[src/source/issue_pkg.sv]
package issue_pkg;

	// datapath and register file
	localparam int XLEN = 32;
	localparam int NREG = 32;
	localparam int REG_AW = $clog2(NREG);
	localparam int TAG_W = 8;
	localparam int IMM_W = 16;

	// instruction queue, power of two so pointers wrap on their own
	localparam int QUEUE_DEPTH = 8;
	localparam int QPTR_W = $clog2(QUEUE_DEPTH);

	// multiply occupies ex this many cycles
	localparam int MUL_CYCLES = 3;
	localparam int MUL_CNT_W = $clog2(MUL_CYCLES + 1);

	typedef logic [QPTR_W-1:0] qptr_t;
	typedef logic [QPTR_W:0] qcnt_t;
	typedef logic [MUL_CNT_W-1:0] mul_cnt_t;

	typedef enum logic [1:0] {
		OP_ADD  = 2'd0,
		OP_ADDI = 2'd1,
		OP_SUB  = 2'd2,
		OP_MUL  = 2'd3
	} op_t;

	// decoded instruction as it leaves the frontend
	typedef struct packed {
		logic [TAG_W-1:0] tag;
		op_t op;
		logic [REG_AW-1:0] rd;
		logic [REG_AW-1:0] rs0;
		// ignored for addi, which reads r0 instead
		logic [REG_AW-1:0] rs1;
		logic [IMM_W-1:0] imm;
	} inst_t;

	// per-operand bypass select for the ex stage
	typedef struct packed {
		// producing pipe
		logic pipe_sel;
		// bit 0 regfile, bits 1..3 producer m1 / m2 / wb
		logic [3:0] ex_src;
	} forwarding_info_t;

	// multiply has to go down pipe 1
	function automatic logic is_pipe_two_only(input op_t op);
		return op == OP_MUL;
	endfunction

	// result usable for bypass right out of ex
	function automatic logic ready_at_ex(input op_t op);
		return op != OP_MUL;
	endfunction

endpackage

[src/source/reg_file.sv]
`timescale 1ns/1ps

module reg_file (
	input  logic clk,
	input  logic rst_n,
	input  logic [3:0][issue_pkg::REG_AW-1:0] raddr_i,
	output logic [3:0][issue_pkg::XLEN-1:0] rdata_o,
	input  logic [1:0] we_i,
	input  logic [1:0][issue_pkg::REG_AW-1:0] waddr_i,
	input  logic [1:0][issue_pkg::XLEN-1:0] wdata_i
);

	logic [issue_pkg::XLEN-1:0] regs [issue_pkg::NREG];

	// async read, two ports per issue slot
	always_comb begin
		for (int p = 0; p < 4; p++) begin
			rdata_o[p] = regs[raddr_i[p]];
		end
	end

	// both pipes write at the end of m2
	always_ff @(posedge clk) begin
		if (!rst_n) begin
			for (int r = 0; r < issue_pkg::NREG; r++) begin
				regs[r] <= '0;
			end
		end else begin
			for (int w = 0; w < 2; w++) begin
				// r0 stays zero
				if (we_i[w] && (waddr_i[w] != '0)) begin
					regs[waddr_i[w]] <= wdata_i[w];
				end
			end
		end
	end

endmodule

[config.mk]
export PLATFORM = sky130hd
export DESIGN_NAME = reg_file
export DESIGN_NICKNAME = d
export VERILOG_FILES = /design/src/source/issue_pkg.sv /design/src/source/reg_file.sv
export SDC_FILE = /design/constraint.sdc
export NUM_CORES = 2
export LEC_CHECK = 0
export BUFFER_PORTS_ARGS = -buffer_cell sky130_fd_sc_hd__buf_4
export CORE_ASPECT_RATIO = 1.75
export CORE_MARGIN = 8
export CORE_UTILIZATION = 55
export DETAILED_ROUTE_END_ITERATION = 8
export HOLD_SLACK_MARGIN = 0.05
export PLACE_DENSITY = 0.7
export SYNTH_ARGS = -nofsm -noshare
export SYNTH_HDL_FRONTEND = slang
export SYNTH_SLANG_ARGS = --single-unit
[constraint.sdc]
create_clock -name clk -period 4 [get_ports clk]
set_clock_uncertainty 0.1 [all_clocks]
set_input_delay 0.8 -clock clk [delete_from_list [all_inputs] [get_ports clk]]
set_output_delay 0.8 -clock clk [all_outputs]
set_load 0.01 [all_outputs]
== Word-level counts from Yosys, hierarchy flattened ==
Memory sizes are Yosys's and may differ from the RTL's.
Index checks and enable logic that the tools add are counted.

* Register bits after elaboration: 0
* Bits in writable memories: 1024
* Bits of input ports: 98
* Output and inout port bits: 128
* Logic and storage cells: 20
* Memories: 1

{| class="wikitable"
|+ Memories
! name !! words !! bits a word !! read ports !! clocked after Yosys merged registers in !! wr ports !! RTL line !! text
|-
| regs || 32 || 32 || 4 || 0 || 32 || reg_file.sv:13 || <nowiki>logic [issue_pkg::XLEN-1:0] regs [issue_pkg::NREG];</nowiki>
|}

* Multiplexer cells: 13
* Reductions and logical operators: 6

{| class="wikitable"
|+ Operator list
! cell !! count
|-
| 32-bit two-way mux || 2
|-
| 32-bit OR reduction || 2
|-
| 5-bit two-way mux || 2
|-
| 5-bit nonzero test || 2
|-
| 1-bit two-way mux || 9
|-
| 1-bit logical AND || 2
|}

== Logic depth before layout (Yosys ltp) ==
* Word-level depth: 7
* Gate-level depth with buffers: 9

== Least setup slack after synthesis ==
OpenSTA, ideal clock, no wires.

* Path kind: input to register
* From: input port waddr_i[8] in the netlist's numbering
* To: memory regs[20][0] in the netlist's numbering, enable pin
* Arrival: 2.737 ns
* Required time: 3.341 ns
* Slack: 0.604 ns
* Cell stages on the path: 8
* Buffers on the path: 4
* Path through: buf_4 or3_1 buf_2 nand3b_4 buf_12 nor2_4 buf_2 nand3b_1

{| class="wikitable"
|+ RTL lines
! element !! RTL line !! text
|-
| start: declaration || reg_file.sv:9 || <nowiki>input logic [1:0][issue_pkg::REG_AW-1:0] waddr_i,</nowiki>
|-
| end: declaration || reg_file.sv:13 ||
|}

==> run metrics <==
worst-margin pin slew=1330 ps; failing checks=DRC, setup timing; CTS buffer count=101; Tot Pwr=0.0301 W; internal power=0.0203 W; Mapped Avg Cell Area=10.7 sq um; Die H=511 um; CP required=3100 ps; worst stage delay on the critical path=430 ps; Clock Path Buffers=3; Core Area=139000 sq um; most common cell after layout, fill and taps aside=mux2i_1; Yosys warning count=0; footprint of the multi-input gates=42800 sq um; pin count of the biggest net entering global routing=62; Final Hold Vio Count=0; RD Place Congestion=1.03; final setup violation count=2; Top Ports=226; HP Start=wdata_i[16]; met2 track demand over resource=74.6%; met1 Use GR=53.6%; Largest regs=regs: 1024 flops; fin cells=9130; minimum clock period=4040 ps; max-slew violations=0; initial antenna violation count=51; Design Area, Final=86500 sq um; hold worst-path end=regs[3][16]; RSZ-0062 raised after global routing=false; DR WL/cell=44.2 um; synth unique cells=38; hold depth=2; Reg clk slew, reported paths=60 ps; vias in the first global route=71200; Slew HR=11.3%; Critical Path Sink Type=output port; top_reg_cell synth=edfxtp_1; Comb power frac=22.7%; fmax=248 MHz; crit path kind=input port to output port; Max FO, Critical Path=38; initial core utilization=55.4%; commonest non-fill, non-tap cells in the layout=mux2i_1 (2048), a22o_1 (1248), edfxtp_1 (1024); Top Family by Delay on Critical Path=buffers and inverters; GR Layer Usage met3=18.9%; CP max stage cell=a31oi_1; max reg flops=1024; critical path buffer and inverter count=4; DRC Markers=1; Reg power frac=44.0%; Nets=7275; fin util=62.2%; worst path cell trace=buf_8, buf_12, buf_12, mux2i_1, a21oi_1, a31oi_1, nand3_2, buf_4; clk sinks=1024; Die ar.=153000 sq um; Yosys reg bits=1024; Detailed Route WL=403000 um; synthesized instance count=7194; Crit path top cell by count=buf_12; Final ANT Viol Nets=0; Net Sw Frac=32.6%; share of layout cells above drive strength 1=13.8%; Layout area overhead=12.3%; Max Cap Viol=0; clock power share=33.2%; drt first pass iters=9; status=complete, but fails checks; Die Wd=299 um; Top reg by flops=regs; via density per instance=8.07; VDD IR max=0.000388 V; LEAKAGE=35.4 nW; total grt overflow=0; Post-Syn Area=77000 sq um; CP startpoint kind=input port; register area=30700 sq um; Via Count=73700; I/O Buffers=225; final worst-path cycle share=101%; Filler Cell Count=11400; First DRT Iteration DRCs=12000; hold crit path type=input port to register; first-pass GRT wire length=552000 um; post-detail-place hpwl=259000 um; EDFF count, synth=1024; Placed Area=83100 sq um; Sw Pwr=0.00980 W; placed instance count=8904; pre-CTS WS=-6.12 ps; crit path DAT=3140 ps; overall global routing resource usage=50.3%; GRT busiest layer=met2; final worst slack=-37.5 ps; power density over the cells=348 nW/um^2; Async SR Flop Fraction=0%; FP Rows=181; htree depth=3; clock root cell=clkbuf_16; sequential area share after synthesis=39.9%; CTS tree=done
## through the flow
stage	TNS [ps]	hold slack [ps]
floorplan	0	902
global placement	0	1270
CTS	0	511
finish	-46.0	535
detailed placement	-6.12	1280
global route	0	514
## cell families after synthesis
logic type,count (synthesis),share of synthesized area [%]
buffers and inverters,897,5.18
multiplexers,2048,26.6
AND/OR/NAND/NOR,1080,6.79
AO/OA/AOI/OAI,2144,21.5
flip-flops,1024,39.9
other,1,0.00487
## synthesized netlist by cell type (4+ instances only)
library cell | number | share of area [%]
a22oi_1 | 384 | 3.7
mux2i_1 | 2048 | 27
nand3b_1 | 34 | 0.33
buf_1 | 68 | 0.33
nand3_1 | 385 | 2.5
nor2_4 | 20 | 0.29
buf_6 | 21 | 0.31
a22o_1 | 1248 | 14
a31oi_1 | 128 | 1.0
nand2_1 | 419 | 2.0
buf_2 | 348 | 2.3
nor2_2 | 7 | 0.057
and2_1 | 4 | 0.032
edfxtp_1 | 1024 | 40
nor2_1 | 37 | 0.18
nand2b_1 | 9 | 0.073
or2_2 | 4 | 0.032
clkbuf_1 | 455 | 2.2
nor2b_1 | 8 | 0.065
a21oi_1 | 384 | 2.5
nor3_1 | 129 | 0.84
## worst max path at each step
stage                      from  cells after the start  slack (ps)     endpoint
detailed placement  raddr_i[11]                      8          -6  rdata_o[81]
CTS                 raddr_i[11]                      8          60  rdata_o[83]
global placement    raddr_i[11]                      8          20  rdata_o[81]
global route        raddr_i[11]                      8          40  rdata_o[81]
finish              raddr_i[11]                      8         -40  rdata_o[81]
floorplan            waddr_i[8]                      8         600  regs[20][0]
## power groups by stage
stage,Clock (W),Combinational (W),Sequential (W)
after floorplan,0,0.00370,0.0132
after global placement,0,0.00642,0.0134
after detailed placement,0,0.00650,0.0134
after CTS,0.00990,0.00651,0.0132
after global routing,0.0103,0.00693,0.0133
final,0.0100,0.00684,0.0132
## final cells by class
cell class              count  share of cell area (%)
diodes                     46                   0.133
clock buffers             118                    3.04
clock inverters            62                   0.717
inverters                   1                 0.00434
multi-input cells        5304                    49.5
flip-flops and latches   1024                    35.5
well taps                1830                    2.65
repair buffers            745                    8.42
## per-layer routing
layer	part of all wire, %	routed length [um]
met1	31	125000
met2	42	171000
met4	13	51900
met5	0.028	113
met3	14	54700
## timing repair
action | CTS | global route
hold buffers | 0 | 0
gates resized for setup | 1 | 2
buffers inserted | 0 | 0
setup endpoints to repair | 1 | 2
No activity file was read; power rests on OpenSTA's default activity.
