## src/source/issue_pkg.sv

```systemverilog
package issue_pkg;

	// datapath and register file
	localparam int XLEN = 32;
	localparam int NREG = 32;
	localparam int REG_AW = $clog2(NREG);
	localparam int TAG_W = 8;
	localparam int IMM_W = 16;

	// instruction queue, power of two so pointers wrap on their own
	localparam int QUEUE_DEPTH = 8;
	localparam int QPTR_W = $clog2(QUEUE_DEPTH);

	// multiply occupies ex this many cycles
	localparam int MUL_CYCLES = 3;
	localparam int MUL_CNT_W = $clog2(MUL_CYCLES + 1);

	typedef logic [QPTR_W-1:0] qptr_t;
	typedef logic [QPTR_W:0] qcnt_t;
	typedef logic [MUL_CNT_W-1:0] mul_cnt_t;

	typedef enum logic [1:0] {
		OP_ADD  = 2'd0,
		OP_ADDI = 2'd1,
		OP_SUB  = 2'd2,
		OP_MUL  = 2'd3
	} op_t;

	// decoded instruction as it leaves the frontend
	typedef struct packed {
		logic [TAG_W-1:0] tag;
		op_t op;
		logic [REG_AW-1:0] rd;
		logic [REG_AW-1:0] rs0;
		// ignored for addi, which reads r0 instead
		logic [REG_AW-1:0] rs1;
		logic [IMM_W-1:0] imm;
	} inst_t;

	// per-operand bypass select for the ex stage
	typedef struct packed {
		// producing pipe
		logic pipe_sel;
		// bit 0 regfile, bits 1..3 producer m1 / m2 / wb
		logic [3:0] ex_src;
	} forwarding_info_t;

	// multiply has to go down pipe 1
	function automatic logic is_pipe_two_only(input op_t op);
		return op == OP_MUL;
	endfunction

	// result usable for bypass right out of ex
	function automatic logic ready_at_ex(input op_t op);
		return op != OP_MUL;
	endfunction

endpackage

```

## src/source/issue.sv

```systemverilog
`timescale 1ns/1ps

module issue (
	input  logic clk,
	input  logic rst_n,
	input  issue_pkg::inst_t [1:0] inst_i,
	input  logic [1:0] inst_valid_i,
	input  logic stall_i,
	output logic [1:0] issue_o,
	output logic revert_o,
	output issue_pkg::forwarding_info_t [1:0][1:0] forwarding_info_o
);

	// one entry per architectural register
	typedef struct packed {
		// pipe holding the newest writer
		logic pipe_sel;
		// one-hot ex / m1 / m2, moves up
		logic [2:0] pos;
		// bypass readiness, moves down toward bit 0
		logic [2:0] ready;
	} sb_entry_t;

	sb_entry_t [issue_pkg::NREG-1:0] sb_q;
	sb_entry_t [issue_pkg::NREG-1:0] sb_d;
	logic [1:0][1:0][issue_pkg::REG_AW-1:0] src;
	logic [1:0] raw;
	logic pair_data_conflict;
	logic pair_mul_conflict;
	logic issue_first;
	logic issue_second;

	// writer in flight and not yet forwardable to an ex consumer
	function automatic logic blocked(input sb_entry_t e);
		return (e.pos != 3'b000) && !e.ready[0];
	endfunction

	// bypass select as seen one cycle later, once the consumer sits in ex
	function automatic issue_pkg::forwarding_info_t fwd_of(input sb_entry_t e);
		issue_pkg::forwarding_info_t f;
		f.pipe_sel = e.pipe_sel;
		// ex -> m1, m1 -> m2, m2 -> wb by the time it is used
		f.ex_src[3:1] = e.pos & {3{e.ready[0]}};
		// nothing in flight, take the regfile value
		f.ex_src[0] = ~|f.ex_src[3:1];
		return f;
	endfunction

	// effective sources, addi reads r0 in place of rs1
	always_comb begin
		for (int i = 0; i < 2; i++) begin
			src[i][0] = inst_i[i].rs0;
			src[i][1] = (inst_i[i].op == issue_pkg::OP_ADDI) ? '0 : inst_i[i].rs1;
		end
	end

	// raw hazard per head against the scoreboard
	always_comb begin
		for (int i = 0; i < 2; i++) begin
			raw[i] = blocked(sb_q[src[i][0]]) | blocked(sb_q[src[i][1]]);
		end
	end

	// the pair must be independent, and only one of them may be a multiply
	assign pair_data_conflict = (inst_i[0].rd != '0) &&
		((inst_i[0].rd == src[1][0]) || (inst_i[0].rd == src[1][1]) ||
		(inst_i[0].rd == inst_i[1].rd));
	assign pair_mul_conflict = issue_pkg::is_pipe_two_only(inst_i[0].op) &&
		issue_pkg::is_pipe_two_only(inst_i[1].op);

	// strictly in order, head 1 never goes alone
	assign issue_first = inst_valid_i[0] & ~stall_i & ~raw[0];
	assign issue_second = issue_first & inst_valid_i[1] & ~raw[1] &
		~pair_data_conflict & ~pair_mul_conflict;
	assign issue_o = {issue_second, issue_first};

	// head 0 multiply goes to pipe 1, head 1 then lands in pipe 0
	assign revert_o = issue_first & issue_pkg::is_pipe_two_only(inst_i[0].op);

	for (genvar i = 0; i < 2; i++) begin : g_head
		for (genvar j = 0; j < 2; j++) begin : g_src
			assign forwarding_info_o[i][j] = fwd_of(sb_q[src[i][j]]);
		end
	end

	// advance all entries unless frozen, then load issuing writers
	always_comb begin
		for (int r = 0; r < issue_pkg::NREG; r++) begin
			sb_d[r] = sb_q[r];
			if (!stall_i) begin
				sb_d[r].pos = {sb_q[r].pos[1:0], 1'b0};
				sb_d[r].ready = {1'b0, sb_q[r].ready[2:1]};
			end
			for (int i = 0; i < 2; i++) begin
				// r0 is never tracked
				if (issue_o[i] && (r != 0) && (int'(inst_i[i].rd) == r)) begin
					sb_d[r].pipe_sel = i[0] ^ revert_o;
					sb_d[r].pos = 3'b001;
					// multiply only forwardable from m2 on
					sb_d[r].ready = issue_pkg::ready_at_ex(inst_i[i].op) ? 3'b111 : 3'b100;
				end
			end
		end
	end

	always_ff @(posedge clk) begin
		if (!rst_n) begin
			sb_q <= '0;
		end else begin
			sb_q <= sb_d;
		end
	end

endmodule

```

## config.mk

```make
export PLATFORM = sky130hd
export DESIGN_NAME = issue
export DESIGN_NICKNAME = d
export VERILOG_FILES = /design/src/source/issue_pkg.sv /design/src/source/issue.sv
export SDC_FILE = /design/constraint.sdc
export NUM_CORES = 1
export LEC_CHECK = 0
export ABC_AREA = 1
export BUFFER_PORTS_ARGS = -buffer_cell sky130_fd_sc_hd__buf_2
export CAP_MARGIN = 15
export CORE_MARGIN = 4
export CORE_UTILIZATION = 57
export DETAILED_ROUTE_END_ITERATION = 6
export GPL_ROUTABILITY_DRIVEN = 0
export MAX_ROUTING_LAYER = met4
export PLACE_DENSITY = 0.79
export SYNTH_ARGS = -nofsm -noshare
export SYNTH_HDL_FRONTEND = slang
export SYNTH_SLANG_ARGS = --single-unit
```

## constraint.sdc

```tcl
create_clock -name clk -period 2.4 [get_ports clk]
set_input_delay 0.24 -clock clk [delete_from_list [all_inputs] [get_ports clk]]
set_output_delay 0.24 -clock clk [all_outputs]
set_load 0.03 [all_outputs]
```

==> results.py, run 1 <==
metrics = {
    "outcome": {
        "outcome": "did not finish",
        "stop_stage": "5_1_grt",
        "error_line": "[ERROR GRT-0232] Routing congestion too high. Check the congestion heatmap in the GUI.",
    },
    "floorplan": {
        "rows": 61,
        "initial_core_util": 0.582,
        "die_w_um": 177,
        "die_h_um": 177,
        "ioPinCount": 110,
    },
    "logic_synthesis": {
        "synthMuxAreaShare": 0,
        "synth_xor_xnor_area_share": 0.00645,
        "synth_warnings": 0,
        "synth-seq-area-share": 0.229,
        "synth_top_area_share": 0.229,
        "yosysMostFrequentCell": "nand2_1",
        "synthSimpleGateAreaFrac": 0.516,
        "syn_nets": 3156,
        "synth-edff-count": 0,
        "yosys-top-cells-count": "nand2_1, nand3_1, nor2_1, inv_1, dfxtp_1",
        "synthAdderAreaFrac": 0,
        "synthCells": 3069,
        "synthFlopType": "dfxtp_1",
        "synth-compound-area-share": 0.124,
        "synth-async-reset-ratio": 0,
        "synth-seq-cells": 186,
        "synth_top_family_by_area": "simple AND/OR/NAND/NOR gates",
        "synth.area.top_cells": "dfxtp_1, nand2_1, nand3_1",
        "syn_area_sq_mm": 0.0163,
        "yosys.area.top_type": "dfxtp_1",
        "yosysUniqueCellTypes": 29,
        "synth.avg_cell_area_sq_um": 5.31,
    },
    "timing": {
        "postGrtWorstEndpoint": "revert_o",
        "worst-ep-kind": "top-level output",
    },
    "clock_tree": {
        "cts_buffers": 17,
        "cts_hold_buf": 0,
        "clockBufferDepth": 2,
        "htreeDepth": 4,
        "root_buffer": "clkbuf_16",
        "clock_sinks": 186,
    },
    "place": {
        "dpl.hpwl_mm": 54.3,
        "io_buffers": 61,
    },
    "global_routing": {
        "grt-ovfl-total": 147,
        "grt_max_degree": 168,
        "gr-usage-all-layers": 0.785,
    },
}
-- logic make-up after synthesis --
logic type,Yosys count
AND/OR/NAND/NOR,2006
XOR/XNOR,12
AO/OA/AOI/OAI,347
buffers and inverters,518
flip-flops,186
-- per-layer routing --
layer,GRT overflow,track usage
met4,61,0.756
met5,-,-
met2,73,0.900
met3,6,0.655
met1,7,0.783
-- per-stage QoR --
step | instance area (sq um) | instances | utilization | setup slack, ps
4_1_cts | 21400 | 3742 | 0.764 | -157
3_3_place_gp | 19400 | 3668 | 0.694 | -786
2_1_floorplan | 16300 | 3069 | - | 4.63
3_5_place_dp | 19400 | 3668 | 0.694 | -904
-- timing repair --
item	in CTS
hold endpoints to repair	0
buffers inserted	33
gates resized for setup	294
endpoints found under the setup margin	204
gates cloned	9
pin swaps	82
==> run 2, diff against run 1 <==
--- a/config.mk
+++ b/config.mk
@@ -9,11 +9,10 @@
 export BUFFER_PORTS_ARGS = -buffer_cell sky130_fd_sc_hd__buf_2
 export CAP_MARGIN = 15
 export CORE_MARGIN = 4
-export CORE_UTILIZATION = 57
+export CORE_UTILIZATION = 40
 export DETAILED_ROUTE_END_ITERATION = 6
 export GPL_ROUTABILITY_DRIVEN = 0
-export MAX_ROUTING_LAYER = met4
-export PLACE_DENSITY = 0.79
+export PLACE_DENSITY_LB_ADDON = 0.15
 export SYNTH_ARGS = -nofsm -noshare
 export SYNTH_HDL_FRONTEND = slang
 export SYNTH_SLANG_ARGS = --single-unit
==> constraint.sdc (replaced) <==
create_clock -name clk -period 3.1 [get_ports clk]
set_input_delay 0.31 -clock clk [delete_from_list [all_inputs] [get_ports clk]]
set_output_delay 0.31 -clock clk [all_outputs]
set_load 0.03 [all_outputs]
==> run 2 against run 1 <==
Against the previous run: the flow now finishes, with violations (design-rule violations); synthesized cell count unchanged; area after synthesis stayed put.
==> results.py, run 2 <==
metrics = {
    "logic_synthesis": {
        "synthCells": 3069,
        "synth_warnings": 0,
        "synth-edff-count": 0,
        "yosysMostFrequentCell": "nand2_1",
        "synth-async-reset-ratio": 0,
        "synth.avg_cell_area_sq_um": 5.31,
        "yosysUniqueCellTypes": 29,
        "syn_nets": 3156,
        "synth_top_area_share": 0.229,
        "synth.area.top_cells": "dfxtp_1, nand2_1, nand3_1",
        "synthFlopType": "dfxtp_1",
        "yosys-top-cells-count": "nand2_1, nand3_1, nor2_1, inv_1, dfxtp_1",
        "yosys.area.top_type": "dfxtp_1",
        "syn_area_sq_mm": 0.0163,
        "synth-seq-area-share": 0.229,
        "synth-seq-cells": 186,
    },
    "place": {
        "io_buffers": 61,
        "dpl.hpwl_mm": 56.7,
        "dp_slack_ps": -247,
    },
    "final_layout": {
        "mostFrequentLayoutCell": "nand2_1",
        "fin_nets": 3253,
        "largest_reg_flops": 186,
        "reg.largest.list": "sb_q (186)",
        "antenna_cells": 0,
        "drive_gt1_frac": 0.114,
        "syn2layout_area_growth_pct": 19.3,
        "top_register": "sb_q",
        "final_cell_mix": "nand2_1, nand3_1, nor2_1, inv_1, buf_4",
    },
    "clock_tree": {
        "clockBufferDepth": 2,
        "cts_tree": "done",
        "cts_buffers": 17,
        "cts_hold_buf": 0,
        "htreeDepth": 4,
        "clock_sinks": 186,
        "path_clk_slew_ps": 80,
        "root_buffer": "clkbuf_16",
        "insertion_delay_ps": 490,
    },
    "routing": {
        "detail_route.iter0.violations": 3600,
        "drc": 24,
        "dr.pass1.iters": 7,
        "vias_per_cell": 5.88,
        "wire_per_inst_um": 21.4,
        "num_vias": 21800,
        "routed_wl_mm": 79.3,
        "ant_nets": 0,
    },
    "floorplan": {
        "rows": 73,
        "ioPinCount": 110,
        "die-area_sq_mm": 0.0440,
        "die_w_um": 210,
        "initial_core_util": 0.407,
        "core-area_sq_mm": 0.0400,
        "die_h_um": 210,
    },
    "global_routing": {
        "gr-usage-all-layers": 0.349,
        "grt_first_pass_wirelength_mm": 119,
        "antenna_found_initial": 1,
        "first_global_vias": 19700,
        "grt-ovfl-total": 0,
        "grt_max_degree": 149,
    },
    "critical_path": {
        "crit_path_max_fanout": 17,
        "cp.required_ps": 2790,
        "crit_type": "flip-flop to output port",
        "cp.arrival_ps": 2730,
        "critPathLaunchType": "flip-flop",
        "critPathCaptureType": "output port",
    },
    "pwr": {
        "clockPowerShare": 0.349,
        "p_int_mw": 4.35,
        "finalPower_mw": 6.85,
        "power.density_mw_per_mm2": 352,
        "leakage_nw": 9.56,
        "switchingPower_mw": 2.50,
        "ir_worst_vdd_mv": 0.324,
        "switching_share": 0.365,
        "p_seq_frac": 0.358,
        "combPwrFrac": 0.293,
    },
    "outcome": {
        "outcome": "finished with violations",
        "violations": "design-rule violations",
    },
    "timing": {
        "layout_setup_ws_ps": 63.4,
        "slew_viol_final": 0,
        "setup_viol": 0,
        "min_period_ps": 3040,
        "maxSlewHeadroom": 0.341,
        "worst_pin_slew_ps": 988,
        "finalCritPeriodShare": 0.980,
        "timing.fmax_mhz": 329,
        "clock_skew_ps": 18.6,
        "final_hold_viol_count": 0,
    },
    "worst_hold_path": {
        "holdCritPathClass": "primary input to flip-flop",
    },
    "flow_run": {
        "drv_cap": 0,
    },
}
## run 2: worst max-delay path: stages, from the launching register on
cell and delay, ps:
dfxtp_1 390, inv_2 170, nand2_1 70, nand3_1 100, nand3_1 100, nand3_1 80
nand3_1 120, nand2_2 130, nand3_2 150, nand2_2 160, nand2_2 100, buf_4 170
nor2_4 140, buf_12 180, buf_4 170
## run 2: layout make-up
type                       instances  area [sq um]
multi-input combinational       2365         10600
fill                            4302         20600
timing repair buffer             291          2700
inverter                         305          1150
clock buffer                      20           467
tap                              525           657
sequential                       186          3730
clock inverter                    12           138
## run 2: layer usage
| metal | up-vias | global-route usage | wire [um] |
|---|---|---|---|
| met2 | 1550 | 0.487 | 31200 |
| met3 | 302 | 0.116 | 11700 |
| li1 | 10100 | - | - |
| met5 | - | 0 | 14 |
| met1 | 9798 | 0.473 | 31600 |
| met4 | 2 | 0.189 | 4780 |
## run 2: cells by family (layout without fill, tap and decap cells)
| family | after synthesis | in the layout | synth area share |
|---|---|---|---|
| AO/OA/AOI/OAI | 347 | 347 | 0.124 |
| XOR/XNOR | 12 | 12 | 0.00645 |
| buffers and inverters | 518 | 628 | 0.125 |
| flip-flops | 186 | 186 | 0.229 |
| AND/OR/NAND/NOR | 2006 | 2006 | 0.516 |
## run 2: final timing paths
path	start	to	slack, ps	cells after the start
setup / recovery	sb_q[115]$_SDFFE_PN0P_	revert_o	60	14
hold / removal	stall_i	sb_q[186]$_SDFFE_PP0N_	200	3
setup reg to reg	sb_q[74]$_SDFFE_PP0N_	sb_q[110]$_SDFFE_PP0N_	110	15
hold reg to reg	sb_q[174]$_SDFFE_PN0P_	sb_q[174]$_SDFFE_PN0P_	500	2
## run 2: power groups by stage
stage	clock network, mW	logic, mW	registers, mW
3_3_place_gp	0	1.87	2.51
6_report	2.39	2.00	2.45
5_1_grt	2.49	2.12	2.46
3_5_place_dp	0	1.89	2.51
2_1_floorplan	0	1.06	2.50
4_1_cts	2.40	1.92	2.45
## run 2: stage by stage
| stage | cells | util | hold slack [ps] | instance area (sq um) | setup TNS [ps] |
|---|---|---|---|---|---|
| finish | 3704 | 0.486 | 201 | 19400 | 0 |
| global route | 3704 | 0.486 | 218 | 19400 | -5.76 |
| CTS | 3703 | 0.484 | 191 | 19400 | 0 |
| detailed placement | 3667 | 0.466 | 480 | 18700 | -15860 |
| global placement | 3667 | 0.466 | 467 | 18700 | -12440 |
| floorplan | 3069 | - | 453 | 16300 | 0 |
## run 2: timing repair
item                                    CTS  global route
pin swaps                                 2             2
endpoints found under the hold margin     0             0
buffers inserted                          1             1
gates cloned                              3             0
resized for setup                         4            31
endpoints found under the setup margin    2            34
No activity file was read; power rests on OpenSTA's default activity.
