### src/source/issue_pkg.sv
package issue_pkg;

	// datapath and register file
	localparam int XLEN = 32;
	localparam int NREG = 32;
	localparam int REG_AW = $clog2(NREG);
	localparam int TAG_W = 8;
	localparam int IMM_W = 16;

	// instruction queue, power of two so pointers wrap on their own
	localparam int QUEUE_DEPTH = 8;
	localparam int QPTR_W = $clog2(QUEUE_DEPTH);

	// multiply occupies ex this many cycles
	localparam int MUL_CYCLES = 3;
	localparam int MUL_CNT_W = $clog2(MUL_CYCLES + 1);

	typedef logic [QPTR_W-1:0] qptr_t;
	typedef logic [QPTR_W:0] qcnt_t;
	typedef logic [MUL_CNT_W-1:0] mul_cnt_t;

	typedef enum logic [1:0] {
		OP_ADD  = 2'd0,
		OP_ADDI = 2'd1,
		OP_SUB  = 2'd2,
		OP_MUL  = 2'd3
	} op_t;

	// decoded instruction as it leaves the frontend
	typedef struct packed {
		logic [TAG_W-1:0] tag;
		op_t op;
		logic [REG_AW-1:0] rd;
		logic [REG_AW-1:0] rs0;
		// ignored for addi, which reads r0 instead
		logic [REG_AW-1:0] rs1;
		logic [IMM_W-1:0] imm;
	} inst_t;

	// per-operand bypass select for the ex stage
	typedef struct packed {
		// producing pipe
		logic pipe_sel;
		// bit 0 regfile, bits 1..3 producer m1 / m2 / wb
		logic [3:0] ex_src;
	} forwarding_info_t;

	// multiply has to go down pipe 1
	function automatic logic is_pipe_two_only(input op_t op);
		return op == OP_MUL;
	endfunction

	// result usable for bypass right out of ex
	function automatic logic ready_at_ex(input op_t op);
		return op != OP_MUL;
	endfunction

endpackage

### src/source/exec_pipe.sv
`timescale 1ns/1ps

module exec_pipe #(
	parameter int PIPE_ID = 0
) (
	input  logic clk,
	input  logic rst_n,
	input  logic stall_i,
	input  logic valid_i,
	input  issue_pkg::inst_t inst_i,
	input  issue_pkg::forwarding_info_t [1:0] fwd_i,
	input  logic [1:0][issue_pkg::XLEN-1:0] rdata_i,
	output logic [2:0][issue_pkg::XLEN-1:0] own_fwd_o,
	input  logic [2:0][issue_pkg::XLEN-1:0] other_fwd_i,
	output logic ex_mul_o,
	output logic wb_we_o,
	output logic [issue_pkg::REG_AW-1:0] wb_rd_o,
	output logic [issue_pkg::XLEN-1:0] wb_data_o,
	output logic retire_valid_o,
	output logic [issue_pkg::TAG_W-1:0] retire_tag_o,
	output logic [issue_pkg::REG_AW-1:0] retire_rd_o,
	output logic [issue_pkg::XLEN-1:0] retire_value_o
);

	logic ex_valid;
	issue_pkg::inst_t ex_inst;
	logic [1:0][issue_pkg::XLEN-1:0] ex_rdata;
	issue_pkg::forwarding_info_t [1:0] ex_fwd;
	logic [1:0][issue_pkg::XLEN-1:0] opnd;
	logic [issue_pkg::XLEN-1:0] imm_ext;
	logic [issue_pkg::XLEN-1:0] op_b;
	logic [issue_pkg::XLEN-1:0] product;
	logic [issue_pkg::XLEN-1:0] alu_res;
	logic m1_valid;
	logic [issue_pkg::TAG_W-1:0] m1_tag;
	logic [issue_pkg::REG_AW-1:0] m1_rd;
	logic [issue_pkg::XLEN-1:0] m1_res;
	logic m2_valid;
	logic [issue_pkg::TAG_W-1:0] m2_tag;
	logic [issue_pkg::REG_AW-1:0] m2_rd;
	logic [issue_pkg::XLEN-1:0] m2_res;
	logic [issue_pkg::XLEN-1:0] wb_res;

	// long-latency op entering ex on this edge, starts the backend hold
	assign ex_mul_o = valid_i & ~stall_i & ~issue_pkg::ready_at_ex(inst_i.op);

	// results offered to both pipes' ex bypass
	assign own_fwd_o = {wb_res, m2_res, m1_res};

	// stage valids
	always_ff @(posedge clk) begin
		if (!rst_n) begin
			ex_valid <= 1'b0;
			m1_valid <= 1'b0;
			m2_valid <= 1'b0;
		end else if (!stall_i) begin
			ex_valid <= valid_i;
			m1_valid <= ex_valid;
			m2_valid <= m1_valid;
		end
	end

	// payload, frozen together with the valids
	always_ff @(posedge clk) begin
		if (!stall_i) begin
			ex_inst <= inst_i;
			ex_rdata <= rdata_i;
			ex_fwd <= fwd_i;
			m1_tag <= ex_inst.tag;
			m1_rd <= ex_inst.rd;
			m1_res <= alu_res;
			m2_tag <= m1_tag;
			m2_rd <= m1_rd;
			m2_res <= m1_res;
			// only kept for bypass, the regfile is written from m2
			wb_res <= m2_res;
		end
	end

	// operand bypass, one-hot and-or mux
	always_comb begin
		logic [2:0][issue_pkg::XLEN-1:0] src_set;
		for (int j = 0; j < 2; j++) begin
			src_set = (ex_fwd[j].pipe_sel == (PIPE_ID != 0)) ? own_fwd_o : other_fwd_i;
			opnd[j] = ({issue_pkg::XLEN{ex_fwd[j].ex_src[0]}} & ex_rdata[j]) |
				({issue_pkg::XLEN{ex_fwd[j].ex_src[1]}} & src_set[0]) |
				({issue_pkg::XLEN{ex_fwd[j].ex_src[2]}} & src_set[1]) |
				({issue_pkg::XLEN{ex_fwd[j].ex_src[3]}} & src_set[2]);
		end
	end

	// alu
	assign imm_ext = {{(issue_pkg::XLEN - issue_pkg::IMM_W){ex_inst.imm[issue_pkg::IMM_W-1]}},
		ex_inst.imm};
	assign op_b = (ex_inst.op == issue_pkg::OP_ADDI) ? imm_ext : opnd[1];

	// multiplier only exists in pipe 1, low word kept
	assign product = (PIPE_ID == 1) ? opnd[0] * opnd[1] : '0;

	always_comb begin
		if (issue_pkg::is_pipe_two_only(ex_inst.op)) begin
			alu_res = product;
		end else if (ex_inst.op == issue_pkg::OP_SUB) begin
			alu_res = opnd[0] - op_b;
		end else begin
			// add and addi
			alu_res = opnd[0] + op_b;
		end
	end

	// m2 retires once, on the cycle it actually leaves
	assign retire_valid_o = m2_valid & ~stall_i;
	assign retire_tag_o = m2_tag;
	assign retire_rd_o = m2_rd;
	assign retire_value_o = m2_res;

	// register write on the same edge
	assign wb_we_o = m2_valid & ~stall_i;
	assign wb_rd_o = m2_rd;
	assign wb_data_o = m2_res;

endmodule

### config.mk
export PLATFORM = sky130hd
export DESIGN_NAME = exec_pipe
export DESIGN_NICKNAME = d
export VERILOG_FILES = /design/src/source/issue_pkg.sv /design/src/source/exec_pipe.sv
export SDC_FILE = /design/constraint.sdc
export NUM_CORES = 1
export LEC_CHECK = 0
export ABC_AREA = 1
export ABC_CLOCK_PERIOD_IN_PS = 5900
export BUFFER_PORTS_ARGS = -buffer_cell sky130_fd_sc_hd__buf_2
export CAP_MARGIN = 20
export CORE_MARGIN = 2
export CORE_UTILIZATION = 35
export DETAILED_ROUTE_END_ITERATION = 8
export HOLD_SLACK_MARGIN = 0.1
export PLACE_DENSITY = 0.6
export SKIP_CTS_REPAIR_TIMING = 1
export SLEW_MARGIN = 0
export SYNTH_ARGS = -nofsm -noshare
export SYNTH_HDL_FRONTEND = slang
export SYNTH_SLANG_ARGS = --single-unit
### constraint.sdc
create_clock -name clk -period 5.9 [get_ports clk]
set_clock_uncertainty 0.05 [all_clocks]
set_input_delay 0.295 -clock clk [delete_from_list [all_inputs] [get_ports clk]]
set_output_delay 0.295 -clock clk [all_outputs]
set_load 0.01 [all_outputs]
# After elaboration in Yosys (flattened, before gate mapping)
# Cells that the tools add are included.
# totals
out_inout_bits,181
word_cells,49
reg_bits,230
input_bits,215
mem_count,0
ramBits,0
latchBits,0
romBits,0
# op_classes
multipliers,0
magnitude_cmp,0
div_mod_pow,0
bitwise_logic,19
add_sub_neg,2
n_mux,4
n_shift,0
n_reduce_logical,0
eq_ne,4
# ops
operator,n
$and A32 B32 Y32,8
$mux W96,2
$or A32 B32 Y32,6
$mux W32,2
$add A32 B32 Y32,1
$sub A32 B32 Y32,1
$eq A2 B2 Y1 const B,2
$and A1 B1 Y1,3
$eq A2 B1 Y1 const B,1
$ne A2 B2 Y1 const B,1
$not A1 Y1,2

# Depth between registers and ports, before layout
# depth
ltp_word,8
depth_mapped,28
depth_no_buf,27

# Worst setup path before layout
# OpenSTA, ideal clock, no wires.
# synth_timing
path_kind,in2out
start,input port stall_i
end,output port ex_mul_o
t_arrival_ps,5318
required_time_ps,5555
slack_ps,237
cell_stages,3
path_buffers,0
cell_sequence,inv_1 nand2_1 nor2_1
# synth_between
elab_chain_len,3
# synth_lines
item,line,source
"start, declared",exec_pipe.sv:8,"input logic stall_i,"
$not A1 Y1,exec_pipe.sv:45,assign ex_mul_o = valid_i & ~stall_i & ~issue_pkg::ready_at_ex(inst_i.op);
$and A1 B1 Y1 (2 in series),exec_pipe.sv:45,
"end, declared",exec_pipe.sv:15,"output logic ex_mul_o,"
# No other way between the ends.

# Final worst setup path
# layout_timing
start,register ex_fwd[9] (netlist bit)
end,register m1_res[23] (netlist bit) (data pin)
# layout_between
elab_chain_len,8
word_cells_on_any_way,11
cone_classes,add/sub (2); mux (3); bitwise (6)
# layout_lines
item,line,source
"start, declared",exec_pipe.sv:28,issue_pkg::forwarding_info_t [1:0] ex_fwd;
"start signal, assigned",exec_pipe.sv:68,ex_fwd <= fwd_i;
$mux W96 *,exec_pipe.sv:84,src_set = (ex_fwd[j].pipe_sel == (PIPE_ID != 0)) ? own_fwd_o : other_fwd_i;
$and A32 B32 Y32,exec_pipe.sv:86,({issue_pkg::XLEN{ex_fwd[j].ex_src[1]}} & src_set[0]) |
$or A32 B32 Y32,exec_pipe.sv:85,opnd[j] = ({issue_pkg::XLEN{ex_fwd[j].ex_src[0]}} & ex_rdata[j]) |
$or A32 B32 Y32,exec_pipe.sv:86,
$or A32 B32 Y32 *,exec_pipe.sv:87,({issue_pkg::XLEN{ex_fwd[j].ex_src[2]}} & src_set[1]) |
$mux W32 *,exec_pipe.sv:95,assign op_b = (ex_inst.op == issue_pkg::OP_ADDI) ? imm_ext : opnd[1];
$add A32 B32 Y32 or $sub A32 B32 Y32 (tied branches),"exec_pipe.sv:107, exec_pipe.sv:104",
$mux W32 *,exec_pipe.sv:103,end else if (ex_inst.op == issue_pkg::OP_SUB) begin
"end signal, assigned",exec_pipe.sv:71,m1_res <= alu_res;
"end, declared",exec_pipe.sv:37,logic [issue_pkg::XLEN-1:0] m1_res;
# Mark *: on every way between the ends. The rest lies on a longest branch, timed or not.
# A chain may end at the register's enable or synchronous reset.

==> flow_metrics.env <==
export IMPL_status="finished, final reports clean"
export IMPL_root_buffer="clkbuf_16"
export IMPL_overflow=0
export IMPL_ys_warn_count=0
export IMPL_syn_avg_cell_area_um2=8.11
export IMPL_crit_type="flop to flop"
export IMPL_maxSlewViolCount=0
export IMPL_die_h_um=209
export IMPL_cts_tree="done"
export IMPL_grt_pass1_wl_um=76000
export IMPL_drive_gt1_share_pct=22.4
export IMPL_ys_seq_area_share_pct=46.7
export IMPL_syn2layout_area_growth_pct=27.8
export IMPL_path_max_fanout=79
export IMPL_utilization_pct=45.1
export IMPL_critPathCaptureType="flop"
export IMPL_yosys_register_bits=230
export IMPL_drcViolationCount=0
export IMPL_die_w_um=209
export IMPL_via_per_inst=5.06
export IMPL_grt_total_usage_pct=22.7
export IMPL_hp_class="primary input to flop"
export IMPL_powerDensity_nw_per_um2=344
export IMPL_clkTransAtPathRegs_ns=0.07
export IMPL_ant_nets=0
export IMPL_numCtsBuffers=29
export IMPL_grt_pass1_vias=12500
export IMPL_leakagePower_nw=8.70
export IMPL_place_gp_congestion=0.911
export IMPL_start_util_pct=35.3
export IMPL_cp_arrival_ns=5.24
export IMPL_io_buffers=385
export IMPL_worst_pin_slew_ns=1.13
export IMPL_worstSkewPairLatency_ns=0.60
export IMPL_vias=14100
export IMPL_wl_per_cell_um=18.8
export IMPL_clockBufferDepth=3
export IMPL_antenna_found_initial=1
export IMPL_vdd_drop_max_v=0.000233
export IMPL_num_nets_final=2470
export IMPL_ctsHtreeMaxLevel=1
export IMPL_hold_viol_final=0
export IMPL_p_total_w=0.00647
export IMPL_maxCapViolations=0
export IMPL_syn_inst=1817
export IMPL_yosysUniqueCellTypes=50
export IMPL_finalCriticalPeriod_ns=4.95
export IMPL_max_slew_margin_pct=24.9
export IMPL_drt_iter0_drc=1191
export IMPL_synth_nets=2067
export IMPL_max_freq_mhz=202
export IMPL_syn_cell_area_um2=14700
export IMPL_rsz0062_at_grt="no"
export IMPL_start_kind="flop"
export IMPL_setup_viol=0
export IMPL_clkSinkCount=230
export IMPL_fin_crit_sh_pct=83.8
export IMPL_core_area_um2=41800
export IMPL_placementRows=75
export IMPL_die_area_um2=43700
export IMPL_setup_tns_ns=0
export IMPL_worstPathRequired_ns=6.19
export IMPL_grt_max_degree=137
export IMPL_wl_um=52400
export IMPL_dp_hpwl_um=38300
export IMPL_ioPinCount=396
export IMPL_first_pass_iters=5
==> state kept, by name, indices dropped and copies added, names as in the netlist <==
name and cells:
wb_res 32, ex_inst 31, m1_valid 1, ex_rdata 64, m1_res 32, ex_valid 1, retire_tag_o 8, retire_value_o 32
ex_fwd 10, m1_rd 5, retire_rd_o 5, m2_valid 1, m1_tag 8
==> cells in the mapped netlist (all sizes together) <==
library cell / number / area share [%]
nand2: 404 / 10
inv: 237 / 6.1
edfxtp: 227 / 46
nor2: 217 / 6.0
o21ai: 169 / 5.9
a21oi: 145 / 4.9
buf: 101 / 5.2
nand3: 92 / 3.2
clkbuf: 45 / 1.1
ha: 34 / 2.9
o2111ai: 30 / 1.8
xor2: 26 / 1.5
or2: 25 / 1.1
nor3: 9 / 0.31
o21a: 7 / 0.36
nand4: 6 / 0.25
o211ai: 6 / 0.34
a31oi: 5 / 0.21
nand3b: 5 / 0.25
a21boi: 3 / 0.15
a21o: 3 / 0.15
dfxtp: 3 / 0.41
o221ai: 3 / 0.18
o31ai: 3 / 0.15
nor4: 2 / 0.085
o21bai: 2 / 0.18
o22ai: 2 / 0.085
xnor2: 2 / 0.12
a2111oi: 1 / 0.059
a221oi: 1 / 0.059
fa: 1 / 0.14
nand2b: 1 / 0.042
==> cell usage in the layout, fill, tap and decap left out, drive strengths merged, types with 30 or more instances in the layout <==
master / count
inv: 239
ha: 34
nand3: 92
dlygate4sd3: 109
clkbuf: 30
a21oi: 145
o2111ai: 30
buf: 409
nor2: 217
edfxtp: 227
nand2: 404
o21ai: 169
==> power breakdown <==
group | internal (W) | leakage [nW] | total, W | switching (W)
combinational | 0.000754 | 5.91 | 0.00209 | 0.00134
clock | 0.00130 | 0.538 | 0.00206 | 0.000763
sequential | 0.00210 | 2.26 | 0.00232 | 0.000218
total | 0.00415 | 8.70 | 0.00647 | 0.00232
==> routing by layer <==
metal  track usage, %  share of wire, %
met1             33.3                46
met2             35.3                45
met3             3.07               7.1
met4             5.76               1.9
met5                0                 0
==> logic make-up (layout without fill, tap and decap cells) <==
kind of cell	after synthesis	in the layout	share of synthesized area [%]
flip-flops	230	230	46.7
adder cells (fa/ha/maj)	35	35	3.02
XOR/XNOR	28	28	1.66
buffers and inverters	383	809	12.5
other	0	1	0
AND/OR/NAND/NOR	761	761	21.6
AO/OA/AOI/OAI	380	380	14.6
==> layout make-up <==
cell class,instances,area [um^2]
Timing Repair Buffer,518,3250
Antenna cell,1,2.50
Clock inverter,24,368
Multi-Input combinational cell,1204,6020
Inverter,237,900
Tap cell,539,674
Clock buffer,30,729
Sequential cell,230,6880
Fill cell,4078,22900
==> worst paths after layout <==
kind | start | to | slack [ns] | cells after the start
hold reg to reg | m1_tag[6]$_DFFE_PN_ | retire_tag_o[6]$_DFFE_PN_ | 0.36 | 0
setup reg to reg | ex_fwd[9]$_DFFE_PN_ | m1_res[23]$_SDFFCE_PN0N_ | 0.95 | 26
setup / recovery | ex_fwd[9]$_DFFE_PN_ | m1_res[23]$_SDFFCE_PN0N_ | 0.95 | 26
hold / removal | inst_i[28] | ex_inst[28]$_DFFE_PN_ | 0.36 | 2
==> worst max-delay path, stage by stage (launching register included) <==
cell and delay, ns:
edfxtp_1 0.42, buf_4 0.63, nand2_1 0.13, o211ai_1 0.11, nand2_1 0.12, o21ai_4 0.21, ha_1 0.20, nand2_1 0.08
nor2_2 0.17, inv_1 0.10, o21ai_0 0.20, xor2_1 0.17, inv_1 0.06, ha_1 0.34, nand2_1 0.08, inv_1 0.07
nand3_1 0.08, nand2_1 0.12, a21oi_1 0.11, o21ai_0 0.62, nand2_1 0.12, nand2_1 0.16, nand2_1 0.07, nand2_1 0.09
nand2_1 0.06, nand2_1 0.06, nor2_1 0.04
==> per-stage QoR <==
step	std cells	worst slack (ns)	instance area (um^2)	hold WS [ns]
global route	2783	0.521	18800	0.339
global placement	2617	1.03	16600	0.351
detailed placement	2619	1.03	16600	0.355
finish	2783	0.955	18800	0.361
floorplan	1817	0.237	14700	0.334
CTS	2673	0.962	17700	-0.221
Power figures use the tool's default switching activity.
