<file path="src/source/issue_pkg.sv">
package issue_pkg;

	// datapath and register file
	localparam int XLEN = 32;
	localparam int NREG = 32;
	localparam int REG_AW = $clog2(NREG);
	localparam int TAG_W = 8;
	localparam int IMM_W = 16;

	// instruction queue, power of two so pointers wrap on their own
	localparam int QUEUE_DEPTH = 8;
	localparam int QPTR_W = $clog2(QUEUE_DEPTH);

	// multiply occupies ex this many cycles
	localparam int MUL_CYCLES = 3;
	localparam int MUL_CNT_W = $clog2(MUL_CYCLES + 1);

	typedef logic [QPTR_W-1:0] qptr_t;
	typedef logic [QPTR_W:0] qcnt_t;
	typedef logic [MUL_CNT_W-1:0] mul_cnt_t;

	typedef enum logic [1:0] {
		OP_ADD  = 2'd0,
		OP_ADDI = 2'd1,
		OP_SUB  = 2'd2,
		OP_MUL  = 2'd3
	} op_t;

	// decoded instruction as it leaves the frontend
	typedef struct packed {
		logic [TAG_W-1:0] tag;
		op_t op;
		logic [REG_AW-1:0] rd;
		logic [REG_AW-1:0] rs0;
		// ignored for addi, which reads r0 instead
		logic [REG_AW-1:0] rs1;
		logic [IMM_W-1:0] imm;
	} inst_t;

	// per-operand bypass select for the ex stage
	typedef struct packed {
		// producing pipe
		logic pipe_sel;
		// bit 0 regfile, bits 1..3 producer m1 / m2 / wb
		logic [3:0] ex_src;
	} forwarding_info_t;

	// multiply has to go down pipe 1
	function automatic logic is_pipe_two_only(input op_t op);
		return op == OP_MUL;
	endfunction

	// result usable for bypass right out of ex
	function automatic logic ready_at_ex(input op_t op);
		return op != OP_MUL;
	endfunction

endpackage

</file>
<file path="src/source/inst_queue.sv">
`timescale 1ns/1ps

module inst_queue (
	input  logic clk,
	input  logic rst_n,
	input  logic inst_valid_i,
	output logic inst_ready_o,
	input  issue_pkg::inst_t inst_i,
	output issue_pkg::inst_t [1:0] head_inst_o,
	output logic [1:0] head_valid_o,
	input  logic [1:0] pop_i,
	input  logic stall_i
);

	issue_pkg::inst_t mem [issue_pkg::QUEUE_DEPTH];
	issue_pkg::qptr_t wr_ptr;
	issue_pkg::qptr_t rd_ptr;
	issue_pkg::qptr_t rd_ptr_next;
	issue_pkg::qcnt_t count;
	logic push;
	logic [1:0] pop_cnt;

	// accept only while there is room
	assign inst_ready_o = count != issue_pkg::qcnt_t'(issue_pkg::QUEUE_DEPTH);
	assign push = inst_valid_i & inst_ready_o;

	// issue hands back 00, 01 or 11, nothing leaves while the backend is frozen
	assign pop_cnt = stall_i ? 2'd0 : {1'b0, pop_i[0]} + {1'b0, pop_i[1]};

	// two oldest entries
	assign rd_ptr_next = rd_ptr + 1'b1;
	assign head_inst_o[0] = mem[rd_ptr];
	assign head_inst_o[1] = mem[rd_ptr_next];
	assign head_valid_o[0] = count != '0;
	assign head_valid_o[1] = count > issue_pkg::qcnt_t'(1);

	// storage
	always_ff @(posedge clk) begin
		if (push) begin
			mem[wr_ptr] <= inst_i;
		end
	end

	// pointers and occupancy
	always_ff @(posedge clk) begin
		if (!rst_n) begin
			wr_ptr <= '0;
			rd_ptr <= '0;
			count <= '0;
		end else begin
			if (push) begin
				wr_ptr <= wr_ptr + 1'b1;
			end
			rd_ptr <= rd_ptr + issue_pkg::qptr_t'(pop_cnt);
			// one in, up to two out on the same edge
			count <= count + issue_pkg::qcnt_t'(push) - issue_pkg::qcnt_t'(pop_cnt);
		end
	end

endmodule

</file>
<file path="config.mk">
export PLATFORM = sky130hd
export DESIGN_NAME = inst_queue
export DESIGN_NICKNAME = d
export VERILOG_FILES = /design/src/source/issue_pkg.sv /design/src/source/inst_queue.sv
export SDC_FILE = /design/constraint.sdc
export NUM_CORES = 1
export LEC_CHECK = 0
export ABC_AREA = 0
export ABC_CLOCK_PERIOD_IN_PS = 5800
export BUFFER_PORTS_ARGS = -buffer_cell sky130_fd_sc_hd__buf_2
export CAP_MARGIN = 10
export CELL_PAD_IN_SITES_DETAIL_PLACEMENT = 0
export CELL_PAD_IN_SITES_GLOBAL_PLACEMENT = 1
export CORE_MARGIN = 2
export CORE_UTILIZATION = 40
export CTS_CLUSTER_SIZE = 12
export DETAILED_ROUTE_END_ITERATION = 10
export PLACE_DENSITY = 0.69
export SLEW_MARGIN = 5
export SYNTH_ARGS = -nofsm -noshare
export SYNTH_HDL_FRONTEND = slang
export SYNTH_SLANG_ARGS = --single-unit
</file>
<file path="constraint.sdc">
create_clock -name clk -period 5.8 [get_ports clk]
set_input_delay 0.58 -clock clk [delete_from_list [all_inputs] [get_ports clk]]
set_output_delay 0.58 -clock clk [all_outputs]
set_load 0.02 [all_outputs]
</file>
-- After elaboration in Yosys (flattened, before gate mapping)
Memory sizes are Yosys's and may differ from the RTL's. A register that Yosys moved wholly into a read port is not among the register bits.
Index checks and enable logic that the tools add are counted.
- $add $sub $neg: 6
- multipliers: 0
- divide/modulo/power cells: 0
- order comparisons: 1
- equality and inequality tests: 1
- shifts and indexed selects: 0
- mux-type cells: 4
- bitwise logic cells: 1
- reduce and logical (&&, ||, !) cells: 1
- operators by type and width (operator ; number):
    $add A3 B1 Y3 const B ; 2
    $add A4 B1 Y4 ; 1
    $gt A4 B1 Y1 const B ; 1
    $ne A4 B4 Y1 const B ; 1
    $reduce_bool A4 Y1 ; 1
    $sub A4 B2 Y4 ; 1
    $add A3 B2 Y3 ; 1
    $mux W3 ; 1
    $add A1 B1 Y2 ; 1
    $mux W1 ; 2
    $mux W2 ; 1
    $and A1 B1 Y1 ; 1
- bits in registers: 10
- latch bits: 0
- RAM bits: 328
- ROM bits: 0
- input port bits: 47
- logic and storage cells: 18
- memories: 1
- memory list (memory ; words ; bits a word ; read ports ; clocked after Yosys merged registers in ; write ports ; RTL line ; RTL):
    mem ; 8 ; 41 ; 2 ; 1 ; 1 ; inst_queue.sv:15 ; issue_pkg::inst_t mem [issue_pkg::QUEUE_DEPTH];

-- Logic depth before layout (Yosys ltp)
Gate-level depths: netlist of the first run.
- depth after elaboration: 4
- mapped depth: 12
- mapped depth without buffers: 11

-- Worst setup path after synthesis of the first run
OpenSTA, ideal clock, no wires.
- path kind: register to register
- from: register count[2]
- to: memory mem[0][0] (netlist bit) (enable)
- arrival: 3.905 ns
- required time: 5.310 ns
- setup slack: 1.405 ns
- stages on the path, launching flop included: 7
- buffers on the path: 1
- cell sequence: dfxtp_1 inv_1 ha_1 or3b_2 buf_2 nand3b_1 nor3_1
- word-level cells in the longest chain between the ends: 4
- ends and longest elaborated chain (what ; RTL line ; RTL):
    start, declared ; inst_queue.sv:19 ; issue_pkg::qcnt_t count;
    start signal, assigned ; inst_queue.sv:56 ; count <= count + issue_pkg::qcnt_t'(push) - issue_pkg::qcnt_t'(pop_cnt);
    $ne A4 B4 Y1 ; inst_queue.sv:24 ; assign inst_ready_o = count != issue_pkg::qcnt_t'(issue_pkg::QUEUE_DEPTH);
    named net inst_ready_o ; inst_queue.sv:7 ; output logic inst_ready_o,
    $and A1 B1 Y1 ; inst_queue.sv:25 ; assign push = inst_valid_i & inst_ready_o;
    $mux W1 ; inst_queue.sv:39 ; if (push) begin
    $mux W1 (implied by the code) ; inst_queue.sv:40 ; mem[wr_ptr] <= inst_i;
    end, declared ; inst_queue.sv:15 ;
The timed path passes the listed nets, and every way through them passes these cells.

==> results by group, run 1 <==
Global routing
  • Total congestion overflow: 0
  • Global-route wire length before repair: just over 50000 um
  • Vias in the first global route: 8256
  • Total GRT Usage: between 10% and 20%
  • Initial antenna violation count: 3
  • Largest net degree at the start of global routing: between 60 and 70

Routing
  • Via count: about 7.6k
  • First-pass detailed-route iteration total: 4
  • Post-DRT Antenna Nets: 0
  • WL final: approximately 33000 um
  • Residual DRC count: 0
  • Initial DRC Count: 400
  • Vias per cell: 5.527
  • Average wire per standard cell: around 24 um

STA
  • Worst-Margin Slew: between 1 and 1.5 ns
  • Post-route clock skew: around 0.018 ns
  • RSZ-0062 raised after global routing: false
  • Slew headroom: ~30%
  • Fin crit share: a little over two thirds
  • Total Neg Setup Slack: 0 ns
  • Crit path time final: 4.069 ns
  • Final setup violation count: 0
  • Fin. Hold Viols: 0
  • Fmax: 0.2458 GHz
  • Final Max Slew Viols: 0

Floorplanning
  • Starting Density: 40.45%
  • Die ar.: around 0.04 mm2
  • I/O pin count: between 100 and 150
  • Die X: between 200 and 250 um
  • Core area: approximately 0.039 mm2
  • Die Y-Extent: between 200 and 250 um
  • Rows: 72

Placed design
  • Post-detail-place hpwl: 18840 um
  • RePlAce Congestion: ~0.68
  • IO Port Bufs: approximately 130
  • Post-place instance area: ~0.017 mm2

Worst setup path
  • Buf/Inv on CP: 2
  • Cell family contributing the most delay on the critical path: adder cells
  • Crit path largest cell delay: about 0.94 ns
  • WS Path Type: reg2out
  • Slowest cell on crit path: ha_4
  • CP endpoint kind: primary output
  • Critical path peak fanout: 67
  • Arr. time, crit path: approximately 3.5 ns
  • Startpoint Class: flop
  • Data required, critical path: 5.22 ns
  • Worst path cell trace: ha_4, buf_4, mux4_2, mux2_2, buf_2

Yosys
  • Synth Area in Compound Gates: 0.3690%
  • Register area share after synthesis: between 60 and 70%
  • Post-Syn Nets: around 760
  • Largest area contributor in the netlist: edfxtp_1
  • Synth Instances: a little under 700
  • Main combinational cell family by area after synthesis: multiplexers
  • Cell variety after synth: 30
  • XOR/XNOR share of the synthesized area: less than 1%
  • YS warnings: 0
  • Synth top area cells: edfxtp_1 (63%), mux4_2 (19%), mux2_2 (5.9%), mux4_1 (5.4%), dfxtp_1 (1.3%)
  • Synth top area share: a little over three fifths
  • Mux contribution to synthesized area: 30.50%
  • Synth Area per Inst: between 20 and 25 um2
  • Adder-Cell Fraction of Synth Area: under 10%
  • Synthesized flop and latch total: 338
  • Post-Syn Area: roughly 0.016 mm2
  • Simple-gate portion of the synthesized area: 1.043%

Clock network
  • CTS H-tree lvls: 2
  • # clock sinks: roughly 340
  • CTS Buf Count: 37
  • Clk_lat worst skew: between 0.5 and 0.6 ns
  • Hold_buf cts: 0
  • CTS root buf: clkbuf_16
  • Clock tree buffer depth: 3
  • # Post-CTS Setup Buffers: 0
  • Worst-path clk slew: around 0.06 ns
  • CTS tree: done
  • Post_cts resized: 0

Flow run
  • Max Cap Violations: 0

Hold path
  • HP Class: in2reg

Final layout
  • Final instance area: 0.01787 mm2
  • Fin nets: roughly 890
  • Number of diodes: 0
  • Layout area overhead: 14.61%
  • Share of layout cells above drive strength 1: 48.77%
  • Finished Core Util: 46.36%

Pwr
  • P per Cell Area: 356.2 mW/mm2
  • Leakage: ~5.8 nW
  • Max VDD drop: roughly 0.00029 V

Run status
  • Status: completed
cells in the final DEF (no fill, tap or decap), drive strengths merged, types with 2 or more instances in the layout:
cell,Yosys,final
nand2,5,5
a21boi,2,2
mux2i,2,2
dfxtp,10,10
nor3,2,2
clkbuf,9,48
edfxtp,328,328
bufinv,0,3
mux2,82,82
inv,7,7
mux4,164,164
ha,12,12
buf,38,145
nor2,7,7
a21o,2,2
nor2b,2,2
fa,2,2
clkinv,0,10
nand2b,5,5
nand3,2,2
xor2,2,2
and2,5,5
a21oi,2,2
power by group:
part           internal [mW]  leakage, nW  switching [mW]
sequential              2.82         3.06          0.0820
clock                   1.30        0.534           0.889
combinational          0.593         2.16           0.689
metal layers:
metal / wire length (um) / global-route usage (%) / share of wire [%]
met5: 34 / 0 / 0.10
met4: 560 / 3.703 / 1.7
met3: 1482 / 3.158 / 4.4
met2: 17460 / 30.06 / 52
met1: 13900 / 21.20 / 42
cells by family (layout without fill, tap and decap cells):
family | Yosys count | after routing
buffers and inverters | 54 | 213
AO/OA/AOI/OAI | 8 | 8
flip-flops | 338 | 338
adder cells (fa/ha/maj) | 14 | 14
multiplexers | 248 | 248
AND/OR/NAND/NOR | 31 | 31
XOR/XNOR | 3 | 3
sequential cells by signal (all words and copies together), names as in the netlist:
| register | count |
|---|---|
| count | 4 |
| mem | 328 |
| rd_ptr | 3 |
| wr_ptr | 3 |
final cells by class:
cell class	instances	area [um2]
inverter	7	26.28
clock inverter	13	131.4
fill	3351	20680
tap	518	648.1
clock buffer	48	967.2
multi-input combinational	304	5280
sequential	338	10060
timing repair buffer	145	760.7
per-stage QoR:
step	worst slack (ns)	total power [mW]	cells	hold WS (ns)
after CTS	1.570	6.461	1373	0.3108
final	1.731	6.367	1373	0.3305
after global routing	1.494	6.637	1373	0.3286
after detailed placement	2.126	4.264	1312	0.5551
after global placement	2.113	4.256	1312	0.5474
after floorplan	1.405	3.870	696	0.4926
path summary, 6_finish.rpt:
check | from | endpoint | slack (ns) | cells after the start
hold / removal | inst_i[0] | mem[1][0] | 0.33 | 1
hold reg to reg | wr_ptr[2] | wr_ptr[2] | 0.56 | 2
setup reg to reg | count[2] | mem[6][28] | 2.96 | 6
setup / recovery | rd_ptr[1] | head_inst_o[42] | 1.73 | 5
synth_stat cells, drive strengths merged:
cell	instances
buf	38
nor2	7
nand2	5
a21o	2
mux2	82
a21boi	2
xor2	2
o21a	1
ha	12
edfxtp	328
a21oi	2
nand3b	1
or3b	1
nor3	2
fa	2
dfxtp	10
inv	7
a21bo	1
nand3	2
mux2i	2
and2	5
clkbuf	9
mux4	164
and3	1
nor2b	2
xnor2	1
nand2b	5
(Power assumes the default switching activity.)
==> run 2, diff against run 1 <==
- ABC_CLOCK_PERIOD_IN_PS: 5800 -> 4200
- clock period: 5.8 -> 4.2 ns (I/O delays scaled with it)
==> results by group, run 2 (synthesized netlist as in run 1, its figures left out) <==
Worst setup path
  • Data required, critical path: 3.78 ns (was 5.22 ns)
  • WS Path Type: reg2out (unchanged)
  • Slowest cell on crit path: buf_12 (was ha_4)
  • Critical path peak fanout: 165 (was 67)
  • Startpoint Class: flop (unchanged)
  • CP endpoint kind: primary output (unchanged)
  • Worst path cell trace: buf_12, mux4_2, mux2_2, buf_2 (was ha_4, buf_4, mux4_2, mux2_2, buf_2)
  • Crit path largest cell delay: 0.78 ns (was 0.94 ns)
  • Arr. time, crit path: 2.83 ns (was 3.49 ns)
  • R2r worst-path depth: 6 (unchanged)

STA
  • Crit path time final: between 3 and 4 ns
  • Post-route clock skew: 0.01145 ns (was 0.01764 ns)
  • Final Max Slew Viols: 0 (unchanged)
  • Worst-Margin Slew: 1.069 ns (was 1.054 ns)
  • WHS: 0.1664 ns (was 0.3305 ns)
  • Fin crit share: between 70 and 80%
  • RSZ-0062 raised after global routing: false (unchanged)
  • Fin. Hold Viols: 0 (unchanged)
  • Slew headroom: 28.71% (was 29.73%)
  • Fmax: 0.3080 GHz
  • Final setup violation count: 0 (unchanged)
  • Total Neg Setup Slack: 0 ns (unchanged)

Global routing
  • M2 GR Usage: 27.71% (was 30.06%)
  • Initial antenna violation count: 7 (was 3)
  • Largest net degree at the start of global routing: 166 (was 69)
  • Met1 Use GR: 22.52% (was 21.20%)
  • Total GRT Usage: 16.64% (was 16.77%)
  • Vias in the first global route: 8081 (was 8256)
  • Global-route wire length before repair: 50230 um (was 50760 um)
  • GRT met3 Usage: 3.256% (was 3.158%)
  • Most used routing layer: met2 (unchanged)
  • Total congestion overflow: 0 (unchanged)

Routing
  • Average wire per standard cell: 24.11 um (was 24.35 um)
  • Via count: 7583 (was 7589)
  • Residual DRC count: 0 (unchanged)
  • Vias per cell: 5.495 (was 5.527)
  • Post-DRT Antenna Nets: 0 (unchanged)
  • WL final: 33270 um (was 33440 um)
  • Initial DRC Count: 490 (was 400)
  • First-pass detailed-route iteration total: 7 (was 4)

Hold path
  • HP Class: in2reg (unchanged)
  • Worst hold stages: 1 (unchanged)

Final layout
  • Max reg flops: 328 (unchanged)
  • Share of layout cells above drive strength 1: 48.84% (was 48.77%)
  • Commonest non-fill, non-tap cell in the layout: edfxtp_1 (unchanged)
  • Layout area overhead: 15.72% (was 14.61%)
  • Commonest non-fill, non-tap cells in the layout: edfxtp_1 (328), mux4_2 (132), buf_2 (131), mux2_2 (82), clkbuf_16 (39) (was edfxtp_1 (328), mux4_2 (132), buf_2 (131), mux2_2 (82), clkbuf_16 (37))
  • Final std cells w/o fill: 1380 (was 1373)
  • Fin nets: 897 (was 894)
  • Top flop regs: mem: 328 flops, count: 4 flops (unchanged)
  • Largest Register: mem (unchanged)

Pwr
  • Sw Pwr: 2.312 mW (was 1.660 mW)
  • Clock Power Share: 34.3% (was 34.4%)
  • Comb pwr share: 21.0% (was 20.1%)
  • Max VDD drop: 0.0002311 V (was 0.0002902 V)
  • P per Cell Area: 490.6 mW/mm2 (was 356.2 mW/mm2)
  • Internal cell power: 6.543 mW (was 4.707 mW)
  • Register share of total power: 44.7% (was 45.5%)
  • Leakage: 5.800 nW (was 5.756 nW)
  • Sw Ratio: 26.11% (was 26.07%)

Placed design
  • Post-detail-place hpwl: 19470 um (was 18840 um)
  • Placed Cells: 1314 (was 1312)
  • IO Port Bufs: 131 (unchanged)
  • RePlAce Congestion: 0.7116 (was 0.6784)

Run status
  • Status: completed (unchanged)

Flow run
  • Max Cap Violations: 0 (unchanged)

Clock network
  • Clock tree buffer depth: 3 (unchanged)
  • Worst-path clk slew: 0.06 ns (about the same)
  • # Post-CTS Setup Buffers: 0 (unchanged)
  • CTS root buf: clkbuf_16 (unchanged)
  • Hold_buf cts: 0 (unchanged)
  • CTS Buf Count: 38 (was 37)
  • Clk_lat worst skew: 0.52 ns (was 0.51 ns)
  • CTS H-tree lvls: 2 (unchanged)
  • CTS tree: done (unchanged)
  • Post_cts resized: 0 (unchanged)
  • # clock sinks: 338 (unchanged)

Floorplanning
  • Die X: 201.5 um (unchanged)
  • Die Y-Extent: 201.5 um (unchanged)
  • I/O pin count: 132 (unchanged)
  • Core area: 0.03856 mm2 (unchanged)
  • Die ar.: 0.04059 mm2 (unchanged)
  • Starting Density: 40.45% (unchanged)
  • Rows: 72 (unchanged)
==> run 2: area by class of cell <==
cell class,count,area (um2)
Fill cell,3242,20510
Sequential cell,338,10060
Multi-Input combinational cell,304,5293
Clock buffer,52,1025
Timing Repair Buffer,147,888.4
Tap cell,518,648.1
Clock inverter,12,105.1
Inverter,7,26.28
Antenna cell,2,5.005
==> run 2: through the flow <==
| step | instance area, um2 | total power [mW] | setup WS [ns] | utilization, % |
|---|---|---|---|---|
| after detailed placement | 16910 | 5.923 | 1.429 | 43.87 |
| after CTS | 18040 | 8.976 | 0.8919 | 46.80 |
| after global placement | 16910 | 5.908 | 1.454 | 43.87 |
| after floorplan | 15610 | 5.340 | 0.9117 | - |
| final | 18050 | 8.855 | 0.9538 | 46.81 |
| after global routing | 18040 | 9.233 | 0.7792 | 46.80 |
==> run 2: final timing paths <==
kind / start / to / slack (ns)
worst min register to register: wr_ptr[2] / wr_ptr[2] / 0.61
worst max-delay path: rd_ptr[0] / head_inst_o[57] / 0.95
worst max register to register: count[2] / mem[5][33] / 1.52
worst min-delay path: inst_i[24] / mem[5][24] / 0.17
==> run 2: per-layer routing <==
metal	wire length (um)	vias to the layer above
met1	14490	4047
met5	34	-
met3	1454	57
met4	603	6
li1	-	3329
met2	16690	144
==> run 2: worst max-delay path, delay by kind of cell, from the launching register on <==
| family | cells | cell delay [ns] |
|---|---|---|
| buffers and inverters | 2 | 0.94 |
| DFF | 1 | 0.37 |
| muxes | 2 | 0.93 |
==> run 2: power by group through the flow <==
stage | registers (mW) | logic [mW] | clock network (mW)
after global routing | 3.97 | 2.01 | 3.25
after floorplan | 4.01 | 1.33 | 0
after CTS | 3.96 | 1.90 | 3.11
after global placement | 4.02 | 1.89 | 0
after detailed placement | 4.03 | 1.90 | 0
final | 3.96 | 1.86 | 3.04
